### config.mk
export PLATFORM = sky130hd
export DESIGN_NAME = quad_dac_pmod_top
export DESIGN_NICKNAME = d
export VERILOG_FILES = /design/src/hw/dac_pkg.sv /design/src/hw/spi_pkg.sv /design/src/hw/dac_frame_if.sv /design/src/hw/dac_frame_serializer.sv /design/src/hw/dac_word_bank.sv /design/src/hw/quad_dac_pmod_top.sv
export SDC_FILE = /design/constraint.sdc
export NUM_CORES = 1
export LEC_CHECK = 0
export BUFFER_PORTS_ARGS = -buffer_cell sky130_fd_sc_hd__buf_4
export CAP_MARGIN = 25
export CORE_MARGIN = 10
export CORE_UTILIZATION = 40
export CTS_CLUSTER_DIAMETER = 30
export DETAILED_ROUTE_END_ITERATION = 16
export HOLD_SLACK_MARGIN = 0.15
export PLACE_DENSITY_LB_ADDON = 0.15
export REMOVE_ABC_BUFFERS = 1
export SLEW_MARGIN = 10
export SYNTH_ARGS = -nofsm -noshare
export SYNTH_HDL_FRONTEND = slang
export SYNTH_SLANG_ARGS = --single-unit
### constraint.sdc
create_clock -name PMD_clk -period 5.4 [get_ports PMD_clk]
set_clock_uncertainty 0.15 [all_clocks]
set_input_delay 0.54 -clock PMD_clk [delete_from_list [all_inputs] [get_ports PMD_clk]]
set_output_delay 0.54 -clock PMD_clk [all_outputs]
set_load 0.1 [all_outputs]
### src/hw/dac_pkg.sv
`default_nettype none

package dac_pkg;

    localparam int NUM_DAC        = 4;
    localparam int DAC_DATA_WIDTH = 20;
    localparam int DAC_WORD_WIDTH = 24;   // One serial word per DAC
    localparam int STREAM_WIDTH   = 32;   // Stream and config input width

    // Data register select in the address field
    localparam logic [2:0] DAC_REG_ADDR = 3'd1;

    // Register write word as the DAC decodes it
    typedef struct packed {
        logic                      rw;     // 0 selects a write
        logic [2:0]                addr;
        logic [DAC_DATA_WIDTH-1:0] data;
    } dac_fields_t;

    // Raw view for config writes and shifting, field view for stream samples
    typedef union packed {
        logic [DAC_WORD_WIDTH-1:0] raw;
        dac_fields_t               fields;
    } dac_word_t;

endpackage

`default_nettype wire

### src/hw/spi_pkg.sv
`default_nettype none

package spi_pkg;

    localparam int SCLK_DIV      = 4;    // PMD_clk cycles per sclk period
    localparam int FRAME_BITS    = 24;
    localparam int BIT_CNT_WIDTH = 5;

    // Serializer states, advanced on the falling sclk strobe
    typedef enum logic [2:0] {
        idle,
        load,
        sync_lead,
        shift,
        finish
    } frame_state_t;

endpackage

`default_nettype wire

### src/hw/dac_frame_if.sv
`default_nettype none

interface dac_frame_if;

    dac_pkg::dac_word_t words [dac_pkg::NUM_DAC];   // Latched words, one per DAC
    logic               frame_req;                  // Level, new data waiting
    logic               take;                       // One cycle, words copied
    logic               busy;                       // Frame in progress

    modport bank (
        output words,
        output frame_req,
        input  take
    );

    modport serializer (
        input  words,
        input  frame_req,
        output take,
        output busy
    );

endinterface

`default_nettype wire

### src/hw/dac_frame_serializer.sv
`default_nettype none

module dac_frame_serializer (
    input  logic                        PMD_clk,
    input  logic                        arst_n,
    dac_frame_if.serializer             frame,
    output logic                        dac_sclk,
    output logic                        dac_sync_n,
    output logic [dac_pkg::NUM_DAC-1:0] dac_sdin
);

    typedef logic [spi_pkg::BIT_CNT_WIDTH-1:0] bit_cnt_t;

    logic [1:0]            div_cnt;
    logic                  rise_stb;
    logic                  fall_stb;
    spi_pkg::frame_state_t state;
    bit_cnt_t              bit_cnt;
    logic                  sync_lvl;
    dac_pkg::dac_word_t    shadow [dac_pkg::NUM_DAC];

    //////////////////////////////
    // Serial clock
    //////////////////////////////

    // Strobes mark the cycle whose closing edge moves sclk
    assign rise_stb = (div_cnt == 2'(spi_pkg::SCLK_DIV / 2 - 1));
    assign fall_stb = (div_cnt == 2'(spi_pkg::SCLK_DIV - 1));

    always_ff @(posedge PMD_clk or negedge arst_n)
    begin
        if (!arst_n)
        begin
            div_cnt  <= '0;
            dac_sclk <= 1'b0;
        end
        else
        begin
            div_cnt <= div_cnt + 2'd1;
            if (rise_stb)
                dac_sclk <= 1'b1;
            else if (fall_stb)
                dac_sclk <= 1'b0;
        end
    end

    //////////////////////////////
    // Frame FSM
    //////////////////////////////

    assign frame.busy = (state != spi_pkg::idle);
    assign frame.take = fall_stb && frame.frame_req && !frame.busy;

    always_ff @(posedge PMD_clk or negedge arst_n)
    begin
        if (!arst_n)
        begin
            state    <= spi_pkg::idle;
            bit_cnt  <= '0;
            sync_lvl <= 1'b1;
        end
        else if (fall_stb)
        begin
            case (state)
                spi_pkg::idle:
                begin
                    if (frame.take)
                    begin
                        bit_cnt <= bit_cnt_t'(spi_pkg::FRAME_BITS - 1);
                        state   <= spi_pkg::load;
                    end
                end
                spi_pkg::load:
                begin
                    sync_lvl <= 1'b0;   // Sync drops together with the MSB
                    state    <= spi_pkg::sync_lead;
                end
                spi_pkg::sync_lead:
                begin
                    bit_cnt <= bit_cnt - 1'b1;
                    state   <= spi_pkg::shift;
                end
                spi_pkg::shift:
                begin
                    if (bit_cnt == '0)
                    begin
                        sync_lvl <= 1'b1;   // LSB was the last bit clocked
                        state    <= spi_pkg::finish;
                    end
                    else
                    begin
                        bit_cnt <= bit_cnt - 1'b1;
                    end
                end
                spi_pkg::finish:
                    state <= spi_pkg::idle;
                default:
                    state <= spi_pkg::idle;
            endcase
        end
    end

    // Copy of the bank words for the whole frame
    always_ff @(posedge PMD_clk)
    begin
        if (frame.take)
            shadow <= frame.words;
    end

    //////////////////////////////
    // Output setup on rising sclk
    //////////////////////////////

    always_ff @(posedge PMD_clk or negedge arst_n)
    begin
        if (!arst_n)
        begin
            dac_sync_n <= 1'b1;
            dac_sdin   <= '0;
        end
        else if (rise_stb)
        begin
            dac_sync_n <= sync_lvl;
            for (int i = 0; i < dac_pkg::NUM_DAC; i++)
                dac_sdin[i] <= !sync_lvl && shadow[i].raw[bit_cnt];   // Quiet outside a frame
        end
    end

endmodule

`default_nettype wire

### src/hw/dac_word_bank.sv
`default_nettype none

module dac_word_bank (
    input  logic                             PMD_clk,
    input  logic                             arst_n,
    input  logic [dac_pkg::STREAM_WIDTH-1:0] ch_data0,
    input  logic [dac_pkg::STREAM_WIDTH-1:0] ch_data1,
    input  logic [dac_pkg::STREAM_WIDTH-1:0] ch_data2,
    input  logic [dac_pkg::STREAM_WIDTH-1:0] ch_data3,
    input  logic                             ch_valid0,
    input  logic                             ch_valid1,
    input  logic                             ch_valid2,
    input  logic                             ch_valid3,
    input  logic [dac_pkg::STREAM_WIDTH-1:0] cfg_data,
    input  logic                             cfg_valid,
    input  logic                             cfg_mode,
    input  logic [1:0]                       cfg_axis,
    input  logic                             cfg_send,
    dac_frame_if.bank                        frame
);

    logic [dac_pkg::STREAM_WIDTH-1:0] ch_data [dac_pkg::NUM_DAC];
    logic [dac_pkg::NUM_DAC-1:0]      ch_valid;
    dac_pkg::dac_word_t               words_q    [dac_pkg::NUM_DAC];
    dac_pkg::dac_word_t               words_next [dac_pkg::NUM_DAC];
    logic                             changed;
    logic                             dirty;
    logic                             req_q;

    assign ch_data[0] = ch_data0;
    assign ch_data[1] = ch_data1;
    assign ch_data[2] = ch_data2;
    assign ch_data[3] = ch_data3;
    assign ch_valid   = {ch_valid3, ch_valid2, ch_valid1, ch_valid0};

    //////////////////////////////
    // Next word values
    //////////////////////////////

    always_comb
    begin
        words_next = words_q;
        if (cfg_mode)
        begin
            // Raw word straight into the selected channel
            if (cfg_valid)
                words_next[cfg_axis].raw = cfg_data[dac_pkg::DAC_WORD_WIDTH-1:0];
        end
        else
        begin
            for (int i = 0; i < dac_pkg::NUM_DAC; i++)
            begin
                if (ch_valid[i])
                begin
                    words_next[i].fields.rw   = 1'b0;
                    words_next[i].fields.addr = dac_pkg::DAC_REG_ADDR;
                    words_next[i].fields.data =
                        ch_data[i][dac_pkg::STREAM_WIDTH-1 -: dac_pkg::DAC_DATA_WIDTH];
                end
            end
        end

        changed = 1'b0;   // Only a real change asks for a frame
        for (int i = 0; i < dac_pkg::NUM_DAC; i++)
        begin
            if (words_next[i] != words_q[i])
                changed = 1'b1;
        end
    end

    always_ff @(posedge PMD_clk or negedge arst_n)
    begin
        if (!arst_n)
        begin
            for (int i = 0; i < dac_pkg::NUM_DAC; i++)
                words_q[i] <= '0;
            dirty <= 1'b0;
            req_q <= 1'b0;
        end
        else
        begin
            words_q <= words_next;

            // A write racing the take keeps dirty for one more frame
            if (changed)
                dirty <= 1'b1;
            else if (frame.take)
                dirty <= 1'b0;

            if (frame.take)
                req_q <= 1'b0;
            else if (dirty && (!cfg_mode || cfg_send))
                req_q <= 1'b1;   // Sticky until the serializer takes
        end
    end

    assign frame.words     = words_q;
    assign frame.frame_req = req_q;

endmodule

`default_nettype wire

### src/hw/quad_dac_pmod_top.sv
`default_nettype none

module quad_dac_pmod_top (
    input  logic                             PMD_clk,
    input  logic                             arst_n,
    input  logic [dac_pkg::STREAM_WIDTH-1:0] ch_data0,
    input  logic [dac_pkg::STREAM_WIDTH-1:0] ch_data1,
    input  logic [dac_pkg::STREAM_WIDTH-1:0] ch_data2,
    input  logic [dac_pkg::STREAM_WIDTH-1:0] ch_data3,
    input  logic                             ch_valid0,
    input  logic                             ch_valid1,
    input  logic                             ch_valid2,
    input  logic                             ch_valid3,
    input  logic [dac_pkg::STREAM_WIDTH-1:0] cfg_data,
    input  logic                             cfg_valid,
    input  logic                             cfg_mode,
    input  logic [1:0]                       cfg_axis,
    input  logic                             cfg_send,
    output logic                             dac_sclk,
    output logic                             dac_sync_n,
    output logic [dac_pkg::NUM_DAC-1:0]      dac_sdin
);

    dac_frame_if frame_if ();

    // Stream and config latching
    dac_word_bank u_bank (
        .PMD_clk   (PMD_clk),
        .arst_n    (arst_n),
        .ch_data0  (ch_data0),
        .ch_data1  (ch_data1),
        .ch_data2  (ch_data2),
        .ch_data3  (ch_data3),
        .ch_valid0 (ch_valid0),
        .ch_valid1 (ch_valid1),
        .ch_valid2 (ch_valid2),
        .ch_valid3 (ch_valid3),
        .cfg_data  (cfg_data),
        .cfg_valid (cfg_valid),
        .cfg_mode  (cfg_mode),
        .cfg_axis  (cfg_axis),
        .cfg_send  (cfg_send),
        .frame     (frame_if.bank)
    );

    // Shared sync and sclk, one data line per DAC
    dac_frame_serializer u_serializer (
        .PMD_clk    (PMD_clk),
        .arst_n     (arst_n),
        .frame      (frame_if.serializer),
        .dac_sclk   (dac_sclk),
        .dac_sync_n (dac_sync_n),
        .dac_sdin   (dac_sdin)
    );

endmodule

`default_nettype wire

== After elaboration in Yosys (flattened, before gate mapping) ==
Index checks and enable logic that the tools add are counted.
Operators by class
  reductions and logical operators: 23
  multiplexer cells: 35
  bitwise gates (word level): 1
  $lt $le $gt $ge: 3
  add/subtract/negate cells: 2
  equality and inequality tests: 12
Operators with widths (count)
  96-bit two-way mux: 2
  24-bit two-way mux: 5
  96-bit bitwise mux: 1
  24-bit inequality test: 4
  24-bit demux with 2-bit select: 1
  1-bit binary-select mux with 5-bit select: 4
  1-bit two-way mux: 15
  5-bit case mux with 3 select lines: 1
  3-bit case mux with 4 select lines: 1
  5-bit two-way mux: 2
  1-bit logical AND: 8
  2-bit nonzero test: 4
  3-bit by 2-bit equality test with 1-bit output (second input constant): 2
  5-bit by 6-bit < comparator with 1-bit output (second input constant): 1
  3-bit two-way mux: 2
  3-bit AND reduction: 2
  3-bit nonzero test: 2
  5-bit logical NOT: 1
  5-bit by 1-bit subtractor with 5-bit output (second input constant): 1
  2-bit inequality test (second input constant): 2
  4-bit AND reduction: 1
  3-bit by 1-bit equality test with 1-bit output (second input constant): 1
  3-bit greater-or-equal comparator (second input constant): 1
  1-bit logical NOT: 3
  other kinds (9): 9
Storage, ports and cells
  output and inout port bits: 6
  register bits after elaboration: 211
  logic and storage cells: 93
  bits of input ports: 171

== Longest topological paths before layout ==
Gate-level depths: netlist of run 1.
  word-level depth: 14
  gate-level depth with buffers: 11
  depth with buffers taken out: 8

== Modules after synthesis ==
A second synthesis of run 1 with hierarchy kept.
Second synthesis, totals
  cells, all modules: 1299
  area, all modules: 12378.1 um^2
By module, submodules not included
  dac_word_bank: times used 1, sequential area each 2452.4 um^2, area each 7850.0 um^2, cells each 1039
  dac_frame_serializer: times used 1, sequential area each 3310.7 um^2, area each 4528.1 um^2, cells each 260

== Worst setup path after synthesis of run 1 ==
Ideal clock, no wire load.
  kind: register -> register
  from: reg u_serializer.div_cnt[0]
  to: reg u_serializer.shadow[0] in the netlist's numbering, enable pin
  required time: 4799 ps
  slack: 1915 ps
  period minus slack after synthesis: 3485 ps
  stages on the path, launching flop included: 5
  path buffers: 0
  setup time: 451 ps
  arrival: 2884 ps
  cell sequence: dfrtp_1 ha_1 nand2b_1 or3_1 inv_1
On the way
  word-level cells in the longest chain between the ends: 3
RTL lines
  start, declared: line dac_frame_serializer.sv:14  | logic [1:0] div_cnt;
  start signal, assigned: line dac_frame_serializer.sv:39  | div_cnt <= div_cnt + 2'd1;
  2-bit equality test: line dac_frame_serializer.sv:28  | assign fall_stb = (div_cnt == 2'(spi_pkg::SCLK_DIV - 1));
  1-bit logical AND (2 in a row): line dac_frame_serializer.sv:52  | assign frame.take = fall_stb && frame.frame_req && !frame.busy;
  via frame_if.take: line dac_frame_if.sv:7  | logic take;
  end signal, assigned: line dac_frame_serializer.sv:107  | shadow <= frame.words;
  end, declared: line dac_frame_serializer.sv:20  | dac_pkg::dac_word_t shadow [dac_pkg::NUM_DAC];
The timed path passes the listed nets, and every way through them passes these cells.
A chain may end at the register's enable or synchronous reset.

== Worst setup path in the final report of run 1 ==
  from: reg u_serializer.div_cnt[0]
  to: reg u_serializer.shadow[36] in the netlist's numbering, enable pin
Same word-level chain as after synthesis.

==> results.md, run 1 <==
- Share of layout cells above drive strength 1: 18.3%
- Pins Over Slew Limit: 0
- Seq/Total Area, Yosys: 47.1%
- Max Freq: 349 MHz
- Yosys reg bits: 211
- Wire per inst: 25.9 µm
- Most frequent cells in the layout: 189 x nand2_1, 136 x buf_4, 113 x dfrtp_1
- Async set or reset register ratio after synthesis: 54.5%
- DP Worst Slack: 2.43 ns
- Reg2Reg Setup Slack: 2.54 ns
- CP max FO: 62
- Hold Path End: u_bank.frame.words[7]
- Crit-path cells: ha_1 > nand2b_1 > or3_1 > inv_4 > buf_4
- Area growth, synth to finish: 24.2%
- First-pass GRT wire length: 68000 µm
- Worst r2r src: u_serializer.div_cnt[0]
- Combinational Power Share: 21.1%
- Area contributors post-synth: edfxtp_1 24%, dfrtp_1 23%, nand2_1 5.8%
- Register-to-Register Path Depth: 5
- Critical path launch point type: flop
- Final Critical Period: 2.86 ns
- Peak supply drop: 0.234 mV
- Skew-Pair Late Insertion Delay: 0.56 ns
- # port buffers: 120
- Setup-failing EPs final: 0
- Core Util, Final: 50.0%
- Row Count: 64
- Diodes inserted: 0
- Synth area leader: edfxtp_1
- Clock transition at path regs: 0.05 ns
- Worst path bufs/invs: 2
- Yosys top cell area share: 23.5%
- Hold_sp: ch_data3[19]
- CP arrival: 2.89 ns
- Synth cell types: 66
- HP Class: primary input to flop
- Iter 0 DRT Violations: 922
- Initial Util: 40.3%
- Pwr dens: 440 nW/µm²
- Hold Fails Final Rpt: 0
- Ys flop type: dfrtp_1
- GRT Total Usage: 23.2%
- Total gr overflow: 0
- Mapped cell area: 12200 µm²
- Clock root cell: clkbuf_16
- Internal power: 0.00465 W
- P_sw: 0.00205 W
- H-tree level count: 2
- Total core area: 30400 µm²
- Drt total wl: 46200 µm
- Die H: 195 µm
- Post-CTS Setup Repair Bufs: 0
- Outcome: complete, no violations
- Chip width: 195 µm
- Total CTS buffers: 53
- Reg power frac: 30.5%
- CTS tree: done
- DP HPWL: 31700 µm
- Fin area: 15200 µm²
- Hold Path Depth: 3
- Sink Count: 211
- Maxcap violations: 0
- Clock group share of total power: 48.4%
- Layout Nets: 1521
- Critical path class: flop to flop
- Tcrit/Tclk final: 53.0%
- Switching Fraction: 30.5%
- DRT Pass-1 Iters: 6
- DRC: 0
- Worst slew margin: 45.3%
- Setup ws final: 2.54 ns
- Final ANT Viol Nets: 0
- Pleak: 6.11 nW
- RD Place Congestion: 0.959
- Worst EP required: 5.43 ns
- Average size of a mapped cell: 9.82 µm²
- Vias/cell: 6.03
- Bufs on Longest Clock Path: 3
- Die area: 38000 µm²
- DR vias: 10.8k
- Reg2reg end: u_serializer.shadow[36]
- Delay-heaviest family, CP: buffers and inverters
- Boundary Pins: 177
- Vias in the first global route: 10.6k
- DP Area: 13400 µm²
- Synthesis warning total: 0
- Tot Pwr: 0.00670 W
- CP peak stage delay: 0.61 ns
- Slowest CP cell: inv_4
- Largest net degree at the start of global routing: 77
- Final TNS setup: 0 ns
- Antenna violations before repair: 0
- Actual slew at the worst max-slew pin: 0.821 ns
- Leading cell type in the layout, fill and taps excluded: nand2_1
- Synth Instances: 1247
- Endpoint class of the critical path: flop
- Post-synth EDFFs: 96
- RSZ-0062 raised after global routing: false
## cell families (layout without fill, tap and decap cells)
logic type	Yosys count	count (layout)	synth area share (%)
XOR/XNOR	76	76	5.43
adder cells (fa/ha/maj)	4	4	0.409
AO/OA/AOI/OAI	356	356	20.2
flip-flops	211	211	47.1
buffers and inverters	173	316	5.72
multiplexers	45	45	6.80
AND/OR/NAND/NOR	382	382	14.4
## power by group through the flow
stage	registers (W)	logic (W)	clock network, W
floorplan	0.00217	0.000693	0
global placement	0.00206	0.00138	0
detailed placement	0.00206	0.00140	0
CTS	0.00204	0.00140	0.00327
global route	0.00206	0.00150	0.00336
finish	0.00204	0.00141	0.00325
## flip-flops by register name (all words and copies together), names as in the netlist
| name | count |
|---|---|
| u_serializer.dac_sync_n | 1 |
| u_serializer.bit_cnt | 5 |
| u_serializer.sync_lvl | 1 |
| u_serializer.dac_sclk | 1 |
| u_serializer.div_cnt | 2 |
| u_serializer.dac_sdin | 4 |
| u_bank.frame.words | 96 |
| u_serializer.shadow | 96 |
| u_bank.dirty | 1 |
| u_bank.frame.frame_req | 1 |
| u_serializer.state | 3 |
## through the flow
stage,hold slack [ns],cells
2_1_floorplan,0.0944,1153
3_3_place_gp,0.293,1686
3_5_place_dp,0.310,1686
4_1_cts,0.152,1786
5_1_grt,0.168,1786
6_report,0.162,1786
## area by class of cell
cell class,count,area [µm²]
fillers,2818,15200
multi-input cells,863,5780
flip-flops and latches,211,5760
clock buffers,62,1370
repair buffers,138,1040
well taps,396,495
clock inverters,37,462
inverters,79,299
## metal layers
layer  GRT usage (%)  part of all wire, %  vias up
li1                -                    -     4839
met1            31.1                   43     5337
met2            36.7                   46      504
met3            4.37                  8.0       94
met4            8.48                  3.4        0
met5               0                    0        -
## repair_timing
item | 4_1_cts | 5_1_grt
hold endpoints to repair | 17 | 0
hold buffers | 1 | 0
gates resized for setup | 0 | 0
## worst max-delay path by stage
| stage | from | end | depth (start not counted) |
|---|---|---|---|
| 2_1_floorplan | u_serializer.div_cnt[0] | u_serializer.shadow[0] | 4 |
| 3_3_place_gp | cfg_mode | u_bank.dirty | 7 |
| 3_5_place_dp | cfg_mode | u_bank.dirty | 8 |
| 4_1_cts | u_serializer.div_cnt[0] | u_serializer.shadow[36] | 5 |
| 5_1_grt | u_serializer.div_cnt[0] | u_serializer.shadow[87] | 5 |
| 6_report | u_serializer.div_cnt[0] | u_serializer.shadow[36] | 5 |
## Yosys cell counts (3+ instances only)
cell       number
nand2_1       189
dfrtp_1       113
edfxtp_1       96
a31oi_1        85
a211oi_1       81
inv_1          77
nor2_1         67
clkbuf_1       56
nor2b_1        52
xor2_1         41
o22ai_1        37
o21ai_0        36
xnor2_1        35
a21oi_1        23
buf_2          22
mux4_2         20
a22o_1         18
mux2i_1        15
buf_1          14
nand2b_1       13
nand3_1        13
nor3_1         10
a221oi_1        9
a22oi_1         8
mux4_1          8
nor4_1          8
a41oi_1         7
nand4_1         7
a222oi_1        6
o31ai_1         6
a2bb2oi_1       5
nand3b_1        5
o2111ai_1       5
o221ai_1        5
a21o_1          4
and3_1          4
ha_1            4
o2bb2ai_1       4
a2111oi_0       3
## worst min-delay path, cell delays in order
cell and delay, ns:
buf_4 0.09, a211oi_1 0.06, a31oi_1 0.12
(Power assumes the default switching activity.)
==> inputs of run 2 (changes only) <==
Clock period 5.4 ns to 2.7 ns, I/O delays scaled along.
==> results.md, run 2 (synthesis results as in run 1) <==
- Critical path launch point type: primary input
- HP Class: primary input to async pin
- Final ANT Viol Nets: 0
- GRT Total Usage: 25.1%
- Total core area: 30400 µm²
- Outcome: complete, no violations
- Total CTS buffers: 54
- CTS tree: done
- CP max FO: 16
- # port buffers: 120
- Filler cell count in the final layout: 2644
- Critical path class: primary input to flop
- Die H: 195 µm
- Reg area: 5760 µm²
- DRT Pass-1 Iters: 6
- Reg2Reg Setup Slack: 0.19 ns
- Worst r2r src: u_bank.frame.words[65]
- Vias/cell: 5.94
- Die area: 38000 µm²
- Clock root cell: clkbuf_16
- Boundary Pins: 177
- H-tree level count: 2
- Largest net degree at the start of global routing: 69
- Setup ws final: 0.180 ns
- CP arrival: 2.81 ns
- Row Count: 64
- DR vias: 11.9k
- Drt total wl: 49500 µm
- Max Freq: 397 MHz
- Post-CTS Setup Repair Bufs: 0
- Diodes inserted: 0
- Bufs on Longest Clock Path: 3
- Worst EP required: 2.99 ns
- Clock transition at path regs: 0.05 ns
- Share of layout cells above drive strength 1: 19.6%
- Chip width: 195 µm
- Pins Over Slew Limit: 0
- Multi-input gate area: 5790 µm²
- Area growth, synth to finish: 42.5%
- DP HPWL: 34300 µm
- Tcrit/Tclk final: 93.3%
- First-pass GRT wire length: 73900 µm
- Iter 0 DRT Violations: 1105
- Worst slew margin: 53.2%
- RD Place Congestion: 0.993
- Pleak: 7.12 nW
- Hold Fails Final Rpt: 0
- Vias in the first global route: 11.9k
- Most frequent cells in the layout: 189 x nand2_1, 180 x buf_4, 167 x dlygate4sd3_1
- RSZ-0062 raised after global routing: false
- Layout Nets: 1738
- Pwr dens: 815 nW/µm²
- Maxcap violations: 0
- Wire per inst: 24.7 µm
- Skew-Pair Late Insertion Delay: 0.56 ns
- Total gr overflow: 0
- Tot Pwr: 0.0142 W
- DRC: 0
- Leading cell type in the layout, fill and taps excluded: nand2_1
- Reg2reg end: u_bank.dirty
- Endpoint class of the critical path: flop
- Setup-failing EPs final: 0
- Antenna violations before repair: 0
- Actual slew at the worst max-slew pin: 0.702 ns
- Peak supply drop: 0.539 mV
- Final Critical Period: 2.52 ns
- Initial Util: 40.3%
- Sink Count: 211
- Register-to-Register Path Depth: 7
- DP Worst Slack: 0.233 ns
-- run 2: layer usage --
layer  track usage [%]  up-vias  routed length [µm]
li1                  -     5273                   -
met1              31.9     5902               20100
met2              40.6      617               23100
met3              4.92      127                3770
met4              11.7        0                2460
met5                 0        -                   0
-- run 2: timing repair --
item                                    CTS  global route
hold endpoints to repair                207             0
hold buffers                            168             0
endpoints found under the setup margin    0             1
gates resized for setup                   0             1
-- run 2: layout make-up --
type / count / area share, %
Clock inverter: 38 / 2.74
Timing Repair Buffer: 354 / 18.1
Clock buffer: 64 / 8.42
Tap cell: 396 / 2.84
Inverter: 79 / 1.71
Sequential cell: 211 / 33.0
Multi-Input combinational cell: 863 / 33.2
-- run 2: how the worst max path moves through the flow --
| stage | from | end | slack (ns) | cells after the start |
|---|---|---|---|---|
| 2_1_floorplan | u_serializer.div_cnt[0] | u_serializer.shadow[0] | -0.79 | 4 |
| 3_3_place_gp | u_bank.frame.words[65] | u_bank.dirty | 0.23 | 7 |
| 3_5_place_dp | u_bank.frame.words[65] | u_bank.dirty | 0.23 | 7 |
| 4_1_cts | u_bank.frame.words[65] | u_bank.dirty | 0.23 | 7 |
| 5_1_grt | u_bank.frame.words[62] | u_bank.dirty | 0.07 | 7 |
| 6_report | ch_valid3 | u_bank.frame.words[10] | 0.18 | 8 |
-- run 2: worst max-delay path, cell delays in order --
cell and delay (ns):
dlygate4sd3_1 0.53, buf_4 0.22, buf_4 0.24, nor2b_1 0.08
a211oi_1 0.23, dlygate4sd3_1 0.60, a31oi_1 0.04, dlygate4sd3_1 0.59
-- run 2: per-stage QoR --
stage | TNS [ns] | util [%] | hold slack (ns) | std cells | cell area (µm²)
floorplan | -76.70 | - | -0.176 | 1153 | 11800
global placement | 0 | 45.4 | 0.113 | 1735 | 13800
detailed placement | 0 | 45.4 | 0.105 | 1735 | 13800
CTS | 0 | 57.3 | 0.158 | 2005 | 17400
global route | 0 | 57.3 | 0.163 | 2005 | 17500
finish | 0 | 57.3 | 0.141 | 2005 | 17500
-- run 2: where the power goes --
group / switching (W) / internal (W) / total (W)
Combinational: 0.00180 / 0.00157 / 0.00336
Clock: 0.00211 / 0.00466 / 0.00678
Sequential: 0.000414 / 0.00367 / 0.00408
Total: 0.00433 / 0.00990 / 0.0142
==> inputs of run 3 (changes only) <==
Settings changed: BUFFER_PORTS_ARGS -buffer_cell sky130_fd_sc_hd__buf_4 to -buffer_cell sky130_fd_sc_hd__buf_2.
==> results.md, run 3 (synthesis results as in run 1) <==
- Max Freq: 396 MHz
- Hold_sp: cfg_data[2]
- Drt total wl: 50900 µm
- CP arrival: 2.81 ns
- Leading cell type in the layout, fill and taps excluded: nand2_1
- Outcome: complete, no violations
- Hold Path End: u_bank.frame.words[26]
- Chip width: 195 µm
- Total gr overflow: 0
- DR vias: 12.0k
- Filler cell count in the final layout: 2654
- Sink Count: 211
- Worst slew margin: 52.0%
- Setup-failing EPs final: 0
- Reg2Reg Setup Slack: 0.17 ns
- HP Class: primary input to flop
- Most frequent cells in the layout: 189 x nand2_1, 171 x dlygate4sd3_1, 118 x buf_2
- GRT Total Usage: 25.8%
- DRT Pass-1 Iters: 5
- Row Count: 64
- Tcrit/Tclk final: 93.5%
- Die area: 38000 µm²
- First-pass GRT wire length: 75400 µm
- CTS tree: done
- CP max FO: 5
- Final Critical Period: 2.53 ns
- Antenna violations before repair: 0
- Actual slew at the worst max-slew pin: 0.719 ns
- Vias in the first global route: 11.9k
- DP HPWL: 35400 µm
- Vias/cell: 5.90
- Reg2reg end: u_bank.dirty
- Hold Path Depth: 4
- Boundary Pins: 177
- Clock transition at path regs: 0.05 ns
- Post-Layout Cell Count: 2030
- RD Place Congestion: 1.00
- CP startpoint: u_bank.frame.words[65]
- Reg area: 5760 µm²
- Pwr dens: 813 nW/µm²
- Largest net degree at the start of global routing: 56
- Wire per inst: 25.1 µm
- Total core area: 30400 µm²
- Worst EP required: 2.98 ns
- Register-to-Register Path Depth: 7
- Iter 0 DRT Violations: 1209
- Peak supply drop: 0.499 mV
- H-tree level count: 2
- Fin area: 17300 µm²
- Clock root cell: clkbuf_16
- Bufs on Longest Clock Path: 3
- Worst r2r src: u_bank.frame.words[65]
- Core Util, Final: 56.8%
- Pleak: 7.13 nW
- Critical path class: flop to flop
- Share of layout cells above drive strength 1: 20.3%
- Total CTS buffers: 58
- Pins Over Slew Limit: 0
- Cell count after placement: 1748
- Endpoint class of the critical path: flop
- DP Area: 13600 µm²
- Multi-input gate area: 5790 µm²
- DRC: 0
- Area growth, synth to finish: 41.2%
- Hold Fails Final Rpt: 0
- Critical path launch point type: flop
- RSZ-0062 raised after global routing: false
- # port buffers: 120
- Tot Pwr: 0.0141 W
- Final TNS setup: 0 ns
- Layout Nets: 1759
- Diodes inserted: 0
- Die H: 195 µm
- Maxcap violations: 0
- Initial Util: 40.3%
- Skew-Pair Late Insertion Delay: 0.56 ns
- Final ANT Viol Nets: 0
[run 3: cell types whose count changed in the layout (fill, tap and decap cells not counted), sizes merged]
cell         previous run  this run
buf                   187       200
inv                    83        90
clkbuf                 64        70
bufinv                  8         3
dlygate4sd3           167       171
clkinv                 16        19
clkinvlp               10         7
[run 3: worst max-delay path: stages (launching register included)]
cell and delay [ns]:
dfrtp_1 0.48, inv_1 0.12, a22o_1 0.25, nor4_2 0.30, a41oi_1 0.32, or3_1 0.44
nor4_2 0.23, nand4_1 0.11
[run 3: power breakdown]
part,total [W],leakage [nW],internal (W),switching [W]
Sequential,0.00408,2.19,0.00367,0.000408
Clock,0.00666,0.940,0.00445,0.00221
Combinational,0.00333,4.00,0.00150,0.00183
[run 3: routing by layer]
layer / up-vias / wire, µm / global-route usage (%)
met2: 637 / 23700 / 41.3
met5: - / 0 / 0
li1: 5321 / - / -
met1: 5908 / 21100 / 33.9
met4: 0 / 2130 / 11.1
met3: 114 / 3950 / 4.08
[run 3: per-stage QoR]
| stage | hold WS [ns] | setup slack, ns |
|---|---|---|
| finish | 0.184 | 0.175 |
| global route | 0.161 | 0.0805 |
| CTS | 0.155 | 0.170 |
| floorplan | -0.176 | -0.785 |
| global placement | 0.175 | 0.183 |
| detailed placement | 0.174 | 0.180 |
[run 3: what timing repair did]
item | CTS | global route
endpoints found under the setup margin | 0 | 1
hold endpoints to repair | 203 | 0
hold buffers | 172 | 0
gates resized for setup | 0 | 1
buffers inserted | 0 | 0
[run 3: area by class of cell]
class / count / share of cell area [%]
clock buffers: 70 / 9.07
multi-input cells: 863 / 33.5
inverters: 79 / 1.73
flip-flops and latches: 211 / 33.3
clock inverters: 40 / 2.11
well taps: 396 / 2.87
repair buffers: 371 / 17.4
[run 3: worst max path at each step]
| stage | end | slack [ns] | cells after the start |
|---|---|---|---|
| 2_1_floorplan | u_serializer.shadow[0] | -0.79 | 4 |
| 3_3_place_gp | u_bank.dirty | 0.18 | 7 |
| 3_5_place_dp | u_bank.dirty | 0.18 | 7 |
| 4_1_cts | u_bank.dirty | 0.17 | 7 |
| 5_1_grt | u_bank.dirty | 0.08 | 7 |
| 6_report | u_bank.dirty | 0.17 | 7 |
